**config.mk**
```make
export PLATFORM = sky130hd
export DESIGN_NAME = tx_adapt_top
export DESIGN_NICKNAME = d
export VERILOG_FILES = /design/src/tx_adapt_pkg.sv /design/src/tx_fifo.sv /design/src/tx_dv_gen.sv /design/src/tx_gearbox.sv /design/src/tx_adapt_top.sv
export SDC_FILE = /design/constraint.sdc
export NUM_CORES = 2
export LEC_CHECK = 0
export ABC_AREA = 1
export BUFFER_PORTS_ARGS = -buffer_cell sky130_fd_sc_hd__buf_2
export CAP_MARGIN = 20
export CELL_PAD_IN_SITES_DETAIL_PLACEMENT = 0
export CELL_PAD_IN_SITES_GLOBAL_PLACEMENT = 1
export CORE_MARGIN = 2
export CORE_UTILIZATION = 40
export CTS_CLUSTER_DIAMETER = 50
export DETAILED_ROUTE_END_ITERATION = 10
export PLACE_DENSITY = 0.68
export SYNTH_ARGS = -nofsm -noshare
export SYNTH_HDL_FRONTEND = slang
export SYNTH_SLANG_ARGS = --single-unit
```
**constraint.sdc**
```tcl
create_clock -name clk -period 5.9 [get_ports clk]
set_input_delay 0.59 -clock clk [delete_from_list [all_inputs] [get_ports clk]]
set_output_delay 0.59 -clock clk [all_outputs]
set_load 0.05 [all_outputs]
```
**src/tx_adapt_pkg.sv**
```systemverilog
/* TX adapter shared types and width decode */
`default_nettype none

package tx_adapt_pkg;

   localparam int MAX_IWIDTH = 67;  // Widest fabric word
   localparam int MAX_OWIDTH = 64;  // Widest transceiver word

   // FIFO mode encoding, low two bits carry the phase-comp decode
   typedef enum logic [2:0] {
      phcomp        = 3'd0,
      intl_generic  = 3'd1,
      elastic       = 3'd2,
      register      = 3'd3,
      basic_generic = 3'd5
   } fifo_mode_e;

   // Gearbox input width codes
   typedef enum logic [2:0] {
      iw66 = 3'd0,
      iw67 = 3'd1,
      iw50 = 3'd2,
      iw40 = 3'd3,
      iw32 = 3'd4,
      iw64 = 3'd5
   } gb_iwidth_e;

   // Gearbox output width codes
   typedef enum logic [1:0] {
      ow32 = 2'd0,
      ow40 = 2'd1,
      ow64 = 2'd2
   } gb_owidth_e;

   function automatic logic [6:0] in_width(input gb_iwidth_e code);
      case (code)
         iw64:    return 7'd64;
         iw32:    return 7'd32;
         iw40:    return 7'd40;
         iw50:    return 7'd50;
         iw67:    return 7'd67;
         default: return 7'd66;  // Unused codes fall back to 66
      endcase
   endfunction

   function automatic logic [6:0] out_width(input gb_owidth_e code);
      case (code)
         ow64:    return 7'd64;
         ow40:    return 7'd40;
         default: return 7'd32;
      endcase
   endfunction

   // Frame sequence limit per input bit count
   function automatic logic [6:0] seq_threshold(input logic [6:0] width);
      case (width)
         7'd50:   return 7'd24;
         7'd67:   return 7'd66;
         7'd64:   return 7'd31;
         default: return 7'd32;
      endcase
   endfunction

endpackage

`default_nettype wire

```
**src/tx_fifo.sv**
```systemverilog
/* TX show-ahead FIFO */
`timescale 1ns/10ps
`default_nettype none

module tx_fifo import tx_adapt_pkg::*; #(
   parameter int FIFO_DEPTH   = 16,  // Words of storage
   parameter int PEMPTY_LEVEL = 2    // Partial-empty at or below this
) (
   input  wire logic                  clk,
   input  wire logic                  rst_n,
   input  wire logic                  wr_en,      // Fabric write strobe
   input  wire logic [MAX_IWIDTH-1:0] wr_data,
   input  wire logic                  rd_en,      // Pop head word
   output logic      [MAX_IWIDTH-1:0] rd_data,    // Head word, always visible
   output logic                       full,
   output logic                       empty,
   output logic                       rd_pempty
);

   localparam int AW = (FIFO_DEPTH > 1) ? $clog2(FIFO_DEPTH) : 1;
   localparam int CW = $clog2(FIFO_DEPTH + 1);

   // ************************************************************
   // Storage and pointers
   // ************************************************************
   logic [MAX_IWIDTH-1:0] mem [FIFO_DEPTH];
   logic [AW-1:0]         wr_ptr;
   logic [AW-1:0]         rd_ptr;
   logic [CW-1:0]         count;     // Occupancy
   logic                  wr_ok;
   logic                  rd_ok;

   assign wr_ok = wr_en && !full;    // Write while full is dropped
   assign rd_ok = rd_en && !empty;   // Read on empty is ignored

   // Data array
   always_ff @(posedge clk) begin
      if (wr_ok) begin
         mem[wr_ptr] <= wr_data;
      end
   end

   // Pointers wrap at the last entry, depth need not be a power of two
   always_ff @(posedge clk) begin
      if (!rst_n) begin
         wr_ptr <= '0;
         rd_ptr <= '0;
      end else begin
         if (wr_ok) begin
            wr_ptr <= (wr_ptr == AW'(FIFO_DEPTH - 1)) ? '0 : wr_ptr + 1'b1;
         end
         if (rd_ok) begin
            rd_ptr <= (rd_ptr == AW'(FIFO_DEPTH - 1)) ? '0 : rd_ptr + 1'b1;
         end
      end
   end

   // Occupancy tracking
   always_ff @(posedge clk) begin
      if (!rst_n) begin
         count <= '0;
      end else begin
         case ({wr_ok, rd_ok})
            2'b10:   count <= count + 1'b1;
            2'b01:   count <= count - 1'b1;
            default: count <= count;  // Idle or simultaneous push and pop
         endcase
      end
   end

   // ************************************************************
   // Flags
   // ************************************************************
   assign full      = (count == CW'(FIFO_DEPTH));
   assign empty     = (count == '0);
   assign rd_pempty = (count <= CW'(PEMPTY_LEVEL));  // Drives first-read wait

   assign rd_data = mem[rd_ptr];  // Show-ahead

endmodule

`default_nettype wire

```
**src/tx_dv_gen.sv**
```systemverilog
/* TX data-valid generator */
`timescale 1ns/10ps
`default_nettype none

module tx_dv_gen import tx_adapt_pkg::*; #(
   parameter int SEL_WIDTH = 7   // Leftover bit counter width
) (
   input  wire logic                 clk,
   input  wire logic                 rst_n,
   input  wire logic                 r_dv_indv,       // Individual, not bonded
   input  wire gb_iwidth_e           r_gb_idwidth,
   input  wire gb_owidth_e           r_gb_odwidth,
   input  wire fifo_mode_e           r_fifo_mode,
   input  wire logic                 r_gb_dv_en,      // Half-rate toggling on
   input  wire logic                 rd_pempty,
   input  wire logic                 phcomp_rden,
   input  wire logic                 comp_dv_en_reg,  // Bonded enable
   output logic                      start_dv,
   output logic                      data_valid_2x,
   output logic                      data_valid_out,  // Read one input word
   output logic                      word_strobe,     // Emit one output word
   output logic      [SEL_WIDTH-1:0] sel_cnt,         // Leftover bits in gearbox
   output logic      [19:0]          dv_gen_testbus
);

   logic [6:0] iw_bits;
   logic [6:0] ow_bits;
   logic [6:0] threshold;
   logic       phcomp_mode;
   logic       first_read;   // Waiting on first partial-empty drop
   logic       dv_2x;
   logic       dv_en;        // Generator advance enable
   logic [2:0] gap_cnt;      // Strobes left before next read
   logic [6:0] dv_seq_cnt;   // Frame sequence position
   logic [8:0] m_sel;        // Leftover plus input bits
   logic [8:0] ow_x1;
   logic [8:0] ow_x2;
   logic [8:0] ow_x3;
   logic [8:0] ow_x4;
   logic [8:0] ow_x5;

   // ************************************************************
   // Mode and width decode
   // ************************************************************
   assign phcomp_mode = (r_fifo_mode[1:0] == 2'b00);  // Phase-comp family
   assign iw_bits     = in_width(r_gb_idwidth);
   assign ow_bits     = out_width(r_gb_odwidth);
   assign threshold   = seq_threshold(iw_bits);

   // Enable source select
   assign dv_en = (phcomp_rden && phcomp_mode && r_dv_indv) ||   // Phase-comp individual
                  (!first_read && r_dv_indv && !phcomp_mode) ||  // Other individual modes
                  (comp_dv_en_reg && !r_dv_indv);                // Bonded

   // First read waits until FIFO has filled past partial-empty
   always_ff @(posedge clk) begin
      if (!rst_n) begin
         first_read <= 1'b1;
      end else if (!rd_pempty && first_read) begin
         first_read <= 1'b0;
      end
   end

   // ************************************************************
   // Half-rate strobe and frame sequence
   // ************************************************************
   always_ff @(posedge clk) begin
      if (!rst_n) begin
         dv_2x <= 1'b0;
      end else if (dv_en) begin
         dv_2x <= r_gb_dv_en ? !dv_2x : 1'b1;  // Held high when toggling is off
      end
   end

   always_ff @(posedge clk) begin
      if (!rst_n) begin
         dv_seq_cnt <= '0;
      end else if (word_strobe) begin
         dv_seq_cnt <= (dv_seq_cnt < threshold) ? dv_seq_cnt + 1'b1 : '0;
      end
   end

   assign start_dv      = (dv_seq_cnt == '0) && dv_en;
   assign data_valid_2x = dv_2x;
   assign word_strobe   = dv_en && dv_2x;
   assign data_valid_out = word_strobe && (gap_cnt == 3'd0);  // Active dv_2x only

   // ************************************************************
   // Select and gap counters
   // ************************************************************
   assign m_sel = 9'(iw_bits) + 9'(sel_cnt);
   assign ow_x1 = 9'(ow_bits);
   assign ow_x2 = ow_x1 << 1;
   assign ow_x3 = ow_x2 + ow_x1;
   assign ow_x4 = ow_x1 << 2;
   assign ow_x5 = ow_x4 + ow_x1;

   // Whole output words in m_sel, capped at five
   always_ff @(posedge clk) begin
      if (!rst_n) begin
         sel_cnt <= '0;
         gap_cnt <= '0;
      end else if (word_strobe) begin
         if (gap_cnt == 3'd0) begin
            if (m_sel >= ow_x5) begin
               sel_cnt <= SEL_WIDTH'(m_sel - ow_x5);
               gap_cnt <= 3'd4;
            end else if (m_sel >= ow_x4) begin
               sel_cnt <= SEL_WIDTH'(m_sel - ow_x4);
               gap_cnt <= 3'd3;
            end else if (m_sel >= ow_x3) begin
               sel_cnt <= SEL_WIDTH'(m_sel - ow_x3);
               gap_cnt <= 3'd2;
            end else if (m_sel >= ow_x2) begin
               sel_cnt <= SEL_WIDTH'(m_sel - ow_x2);
               gap_cnt <= 3'd1;
            end else begin
               sel_cnt <= SEL_WIDTH'(m_sel - ow_x1);  // Single word, read again next
               gap_cnt <= 3'd0;
            end
         end else begin
            gap_cnt <= gap_cnt - 3'd1;
         end
      end
   end

   // Debug bus, zero padded at the top
   assign dv_gen_testbus = {{(13 - SEL_WIDTH){1'b0}}, gap_cnt, sel_cnt,
                            start_dv, dv_en, dv_2x, data_valid_out};

endmodule

`default_nettype wire

```
**src/tx_gearbox.sv**
```systemverilog
/* TX width-conversion gearbox */
`timescale 1ns/10ps
`default_nettype none

module tx_gearbox import tx_adapt_pkg::*; #(
   parameter int SEL_WIDTH = 7   // Leftover bit count width
) (
   input  wire logic                  clk,
   input  wire logic                  rst_n,
   input  wire gb_iwidth_e            r_gb_idwidth,
   input  wire gb_owidth_e            r_gb_odwidth,
   input  wire logic                  load,         // Append head word
   input  wire logic                  word_strobe,  // Shift out one word
   input  wire logic [SEL_WIDTH-1:0]  sel_cnt,      // Bits held before this cycle
   input  wire logic [MAX_IWIDTH-1:0] rd_data,
   output logic      [MAX_OWIDTH-1:0] tx_data,
   output logic                       tx_valid
);

   // Leftover stays below one output word, so this covers the worst case
   localparam int BW = MAX_IWIDTH + MAX_OWIDTH;

   logic [6:0]            iw_bits;
   logic [6:0]            ow_bits;
   logic [BW-1:0]         in_mask;    // Valid input bits
   logic [BW-1:0]         left_mask;  // Valid leftover bits
   logic [BW-1:0]         in_word;
   logic [BW-1:0]         acc_q;      // Bit accumulator, LSB is oldest
   logic [BW-1:0]         acc_app;    // After append
   logic [BW-1:0]         acc_next;   // After shift out
   logic [MAX_OWIDTH-1:0] out_mask;

   // ************************************************************
   // Width decode and masks
   // ************************************************************
   assign iw_bits = in_width(r_gb_idwidth);
   assign ow_bits = out_width(r_gb_odwidth);

   assign in_mask   = ~({BW{1'b1}} << iw_bits);
   assign left_mask = ~({BW{1'b1}} << sel_cnt);
   assign out_mask  = ~({MAX_OWIDTH{1'b1}} << ow_bits);  // All ones for 64

   assign in_word = BW'(rd_data) & in_mask;  // Drop bits above input width

   // ************************************************************
   // Append and shift
   // ************************************************************
   always_comb begin
      if (load) begin
         acc_app = (acc_q & left_mask) | (in_word << sel_cnt);  // New bits above leftover
      end else begin
         acc_app = acc_q;
      end
   end

   always_comb begin
      if (word_strobe) begin
         acc_next = acc_app >> ow_bits;  // Oldest word leaves
      end else begin
         acc_next = acc_app;
      end
   end

   always_ff @(posedge clk) begin
      acc_q <= acc_next;
   end

   // Output word register
   always_ff @(posedge clk) begin
      if (word_strobe) begin
         tx_data <= acc_app[MAX_OWIDTH-1:0] & out_mask;  // Upper bits zero below 64
      end
   end

   // Valid follows the strobe by one cycle
   always_ff @(posedge clk) begin
      if (!rst_n) begin
         tx_valid <= 1'b0;
      end else begin
         tx_valid <= word_strobe;
      end
   end

endmodule

`default_nettype wire

```
**src/tx_adapt_top.sv**
```systemverilog
/* TX adapter top level */
`timescale 1ns/10ps
`default_nettype none

module tx_adapt_top import tx_adapt_pkg::*; #(
   parameter int FIFO_DEPTH   = 16,
   parameter int PEMPTY_LEVEL = 2,
   parameter int SEL_WIDTH    = 7
) (
   input  wire logic                  clk,
   input  wire logic                  rst_n,
   // Configuration
   input  wire logic                  r_dv_indv,
   input  wire gb_iwidth_e            r_gb_idwidth,
   input  wire gb_owidth_e            r_gb_odwidth,
   input  wire fifo_mode_e            r_fifo_mode,
   input  wire logic                  r_gb_dv_en,
   // Fabric side
   input  wire logic                  wr_en,
   input  wire logic [MAX_IWIDTH-1:0] wr_data,
   input  wire logic                  phcomp_rden,
   input  wire logic                  comp_dv_en_reg,
   output logic                       full,
   // Transceiver side
   output logic      [MAX_OWIDTH-1:0] tx_data,
   output logic                       tx_valid,
   output logic                       start_dv,
   output logic                       data_valid_out,
   output logic                       data_valid_2x,
   output logic      [19:0]           dv_gen_testbus
);

   logic [MAX_IWIDTH-1:0] rd_data;      // FIFO head word
   logic                  rd_pempty;
   logic                  word_strobe;
   logic [SEL_WIDTH-1:0]  sel_cnt;

   // ************************************************************
   // Input FIFO
   // ************************************************************
   tx_fifo #(
      .FIFO_DEPTH   (FIFO_DEPTH),
      .PEMPTY_LEVEL (PEMPTY_LEVEL)
   ) u_fifo (
      .clk       (clk),
      .rst_n     (rst_n),
      .wr_en     (wr_en),
      .wr_data   (wr_data),
      .rd_en     (data_valid_out),  // One pop per generator read
      .rd_data   (rd_data),
      .full      (full),
      .empty     (),                // No consumer at this level
      .rd_pempty (rd_pempty)
   );

   // Read and emit scheduling
   tx_dv_gen #(
      .SEL_WIDTH (SEL_WIDTH)
   ) u_dv_gen (
      .clk            (clk),
      .rst_n          (rst_n),
      .r_dv_indv      (r_dv_indv),
      .r_gb_idwidth   (r_gb_idwidth),
      .r_gb_odwidth   (r_gb_odwidth),
      .r_fifo_mode    (r_fifo_mode),
      .r_gb_dv_en     (r_gb_dv_en),
      .rd_pempty      (rd_pempty),
      .phcomp_rden    (phcomp_rden),
      .comp_dv_en_reg (comp_dv_en_reg),
      .start_dv       (start_dv),
      .data_valid_2x  (data_valid_2x),
      .data_valid_out (data_valid_out),
      .word_strobe    (word_strobe),
      .sel_cnt        (sel_cnt),
      .dv_gen_testbus (dv_gen_testbus)
   );

   // Width conversion
   tx_gearbox #(
      .SEL_WIDTH (SEL_WIDTH)
   ) u_gearbox (
      .clk          (clk),
      .rst_n        (rst_n),
      .r_gb_idwidth (r_gb_idwidth),
      .r_gb_odwidth (r_gb_odwidth),
      .load         (data_valid_out),
      .word_strobe  (word_strobe),
      .sel_cnt      (sel_cnt),
      .rd_data      (rd_data),
      .tx_data      (tx_data),
      .tx_valid     (tx_valid)
   );

endmodule

`default_nettype wire

```
==> run_results.csv <==
group,metric,value,unit
placement,gp_congestion,0.955,
cts,ctsHoldBuffers,1,
timing,finClkSkew,0.0447,ns
power,comb_power_share,16.4,%
worst_setup_path,cpMostUsedCell,"nand3_1",
timing,max_slew_margin,33.5,%
die,fp.dieH,400,microns
power,power,23.6,mW
global_routing,grt_max_degree,213,
global_routing,grt_overflow,0,
die,start_util,40.2,%
synth,synth_top_area_cell,"edfxtp_1",
worst_setup_path,startpoint_type,"register",
placement,dpl_cell_area,65000,sq um
placement,port_buffers,163,
layout,drive_gt1_share,8.67,%
synth,synthCells,6698,
worst_hold_path,hold_path_class,"primary input to register",
layout,fill_cells,14900,
power,pwr_density_cell,338,nW/um^2
synth,ys_ff_latch,1304,
synth,synth_edf_count,1136,
cts,cts_setup_buffers,0,
global_routing,grt_usage,26.4,%
worst_setup_path,critPathMaxFanout,100,
synth,ys_warn_count,0,
cts,numCtsBuffers,154,
global_routing,antenna_found_initial,16,
cts,htreeDepth,4,
cts,cts_tree,"built",
synth,syn_area,62700,sq um
timing,fmax,0.232,GHz
placement,dp_hpwl,129000,microns
power,p_int,16.7,mW
power,seq_power_share,45.0,%
power,ir_worst_vdd,251,uV
layout,area_delta_synth_final,11.5,%
route,num_vias,49900,
route,initialDrtViolationCount,5276,
synth,yosys.cell_types.count,64,
worst_setup_path,critPathKind,"register to register",
cts,root_buffer,"clkbuf_16",
power,p_leak,26.9,nW
job,maxCapViolations,0,
layout,multiInputGateArea,21800,sq um
route,viasPerCell,5.62,
layout,final_nets,6822,
cts,clock_latency,0.82,ns
die,die_w,400,microns
timing,period_needed,4.30,ns
timing,post-route-period-util,72.9,%
route,drc,0,
timing,setup_viol,0,
power,sw_frac_of_total,29.5,%
timing,finalHoldViolations,0,
layout,register_area,37500,sq um
synth,synth_top_flop_cell,"edfxtp_1",
worst_setup_path,cpPeakStageDelay,0.69,ns
route,wl_per_cell,24.1,microns
worst_setup_path,crit_required,6.61,ns
cts,clk_path_buf_depth,3,
global_routing,grt_pass1_wl,314000,microns
synth,ys_top_cells_by_area,"edfxtp_1, nand3_1, nand2_1",
cts,cts_resized,0,
worst_setup_path,arrival,5.01,ns
die,core,156000,sq um
die,die_area,160000,sq um
timing,rsz0062_at_grt,"no",
die,row_count,145,
layout,layout_commonest_cell,"nand2_1",
layout,final_cell_mix,"nand2_1, nand3_1, edfxtp_1",
timing,slew_violations,0,
die,io_pins,171,
layout,design_area,69900,sq um
route,first_pass_iters,9,
power,p_clk_share,38.7,%
synth,synth.avg_cell_area,9.36,sq um
route,finalWirelength,214000,microns
synth,seq_area_frac_synth,59.8,%
outcome,status,"completed",
cts,cts_sinks,1304,
timing,final.setup.tns,0,ns
global_routing,grt_pass1_vias,47100,
timing,worstMarginPinSlew,0.996,ns
cts,path_clk_slew,0.06,ns
synth,yosysTopAreaCellShare,54.4,%
worst_setup_path,crit_path_end_kind,"register",
synth,ys_async_sr_fraction,0,%
worst_setup_path,crit_slowest_cell,"buf_4",
power,p_switching,6.97,mW
worst_setup_path,cp_cell_sequence,"buf_12 -> buf_4 -> nand2_1 -> nand3_1 -> nand3_1 -> nand3_1 -> nand2_1 -> nand2_1 -> nand3_1 -> nand3_1 -> nand3_2 -> nand3_1 -> nand2_1 -> a21oi_1 -> nand2_1 -> nand2_1 -> nand3_1 -> nand3_1 -> nand3_1",
route,ant_nets,0,
==> synthesized netlist by cell type, types with 76 or more instances <==
| library cell | instances |
|---|---|
| edfxtp_1 | 1136 |
| buf_2 | 165 |
| nor2_1 | 293 |
| nand2_1 | 1919 |
| o21ai_0 | 164 |
| o211ai_1 | 83 |
| o21ai_1 | 76 |
| clkbuf_1 | 109 |
| inv_1 | 266 |
| nand3_1 | 1800 |
| a21oi_1 | 122 |
| dfxtp_1 | 168 |
==> power groups by stage <==
stage,Clock [mW],Combinational [mW],Sequential [mW]
global route,9.65,4.23,10.6
CTS,9.31,3.82,10.6
floorplan,0,2.44,10.9
global placement,0,3.79,10.8
finish,9.14,3.87,10.6
detailed placement,0,3.81,10.8
==> worst max-delay path, delay by kind of cell (launching register included) <==
family / cells / cell delay, ns
AO/OA/AOI/OAI: 1 / 0.17
buffers and inverters: 2 / 1.05
flip-flops: 1 / 0.47
AND/OR/NAND/NOR: 16 / 2.36
==> worst paths after layout <==
path	from	endpoint	slack [ns]	cells past startpoint
min reg2reg	u_fifo.count[0]	u_fifo.count[0]	0.45	1
min	rst_n	u_dv_gen.first_read	0.15	2
max reg2reg	register	u_gearbox.acc_q[23]	1.60	19
max	register	u_gearbox.acc_q[23]	1.60	19
==> layer usage <==
metal  vias to the layer above  wire (microns)  GRT usage (%)
met1                     24400           92300           36.2
met4                         6            6550           8.57
met3                       351           14700           4.22
met2                      1848          100000           42.9
li1                      23300               -              -
met5                         -              33              0
==> registers in the layout (all words and copies together), names as in the netlist, named ones only <==
register and cells:
u_dv_gen.sel_cnt 7, u_gearbox.tx_data 64, u_dv_gen.data_valid_2x 1, u_fifo.wr_ptr 4, u_fifo.mem 1072, u_gearbox.tx_valid 1, u_fifo.count 5, u_dv_gen.gap_cnt 3
u_gearbox.acc_q 131, u_dv_gen.dv_seq_cnt 7, u_fifo.rd_ptr 4, u_dv_gen.first_read 1
==> logic make-up after synthesis <==
logic type	Yosys count	share of synthesized area (%)
DFF	1304	59.8
adders and majority gates	46	0.954
xor gates and xnor gates	16	0.224
muxes	1	0.0160
buffers and inverters	733	5.79
AOI/OAI and AO/OA	499	4.63
and+or+nand+nor	4098	28.6
other	1	0.00598
==> cell type report <==
| type | count | share of cell area, % |
|---|---|---|
| Antenna cell | 4 | 0.0143 |
| Clock buffer | 185 | 5.71 |
| Clock inverter | 95 | 1.24 |
| Inverter | 290 | 1.62 |
| Multi-Input combinational cell | 4666 | 31.1 |
| Sequential cell | 1304 | 53.7 |
| Tap cell | 2058 | 3.69 |
| Timing Repair Buffer | 278 | 2.89 |
==> through the flow <==
stage          hold slack, ns  std cells  worst slack (ns)  util, %
2_1_floorplan           0.416       6703              1.43        -
6_report                0.149       8880              1.60     44.8
5_1_grt                 0.127       8878              1.30     44.8
3_3_place_gp            0.432       8595             0.875     41.7
4_1_cts                0.0831       8876              1.63     44.8
3_5_place_dp            0.439       8595             0.960     41.7
(Power assumes the default switching activity.)
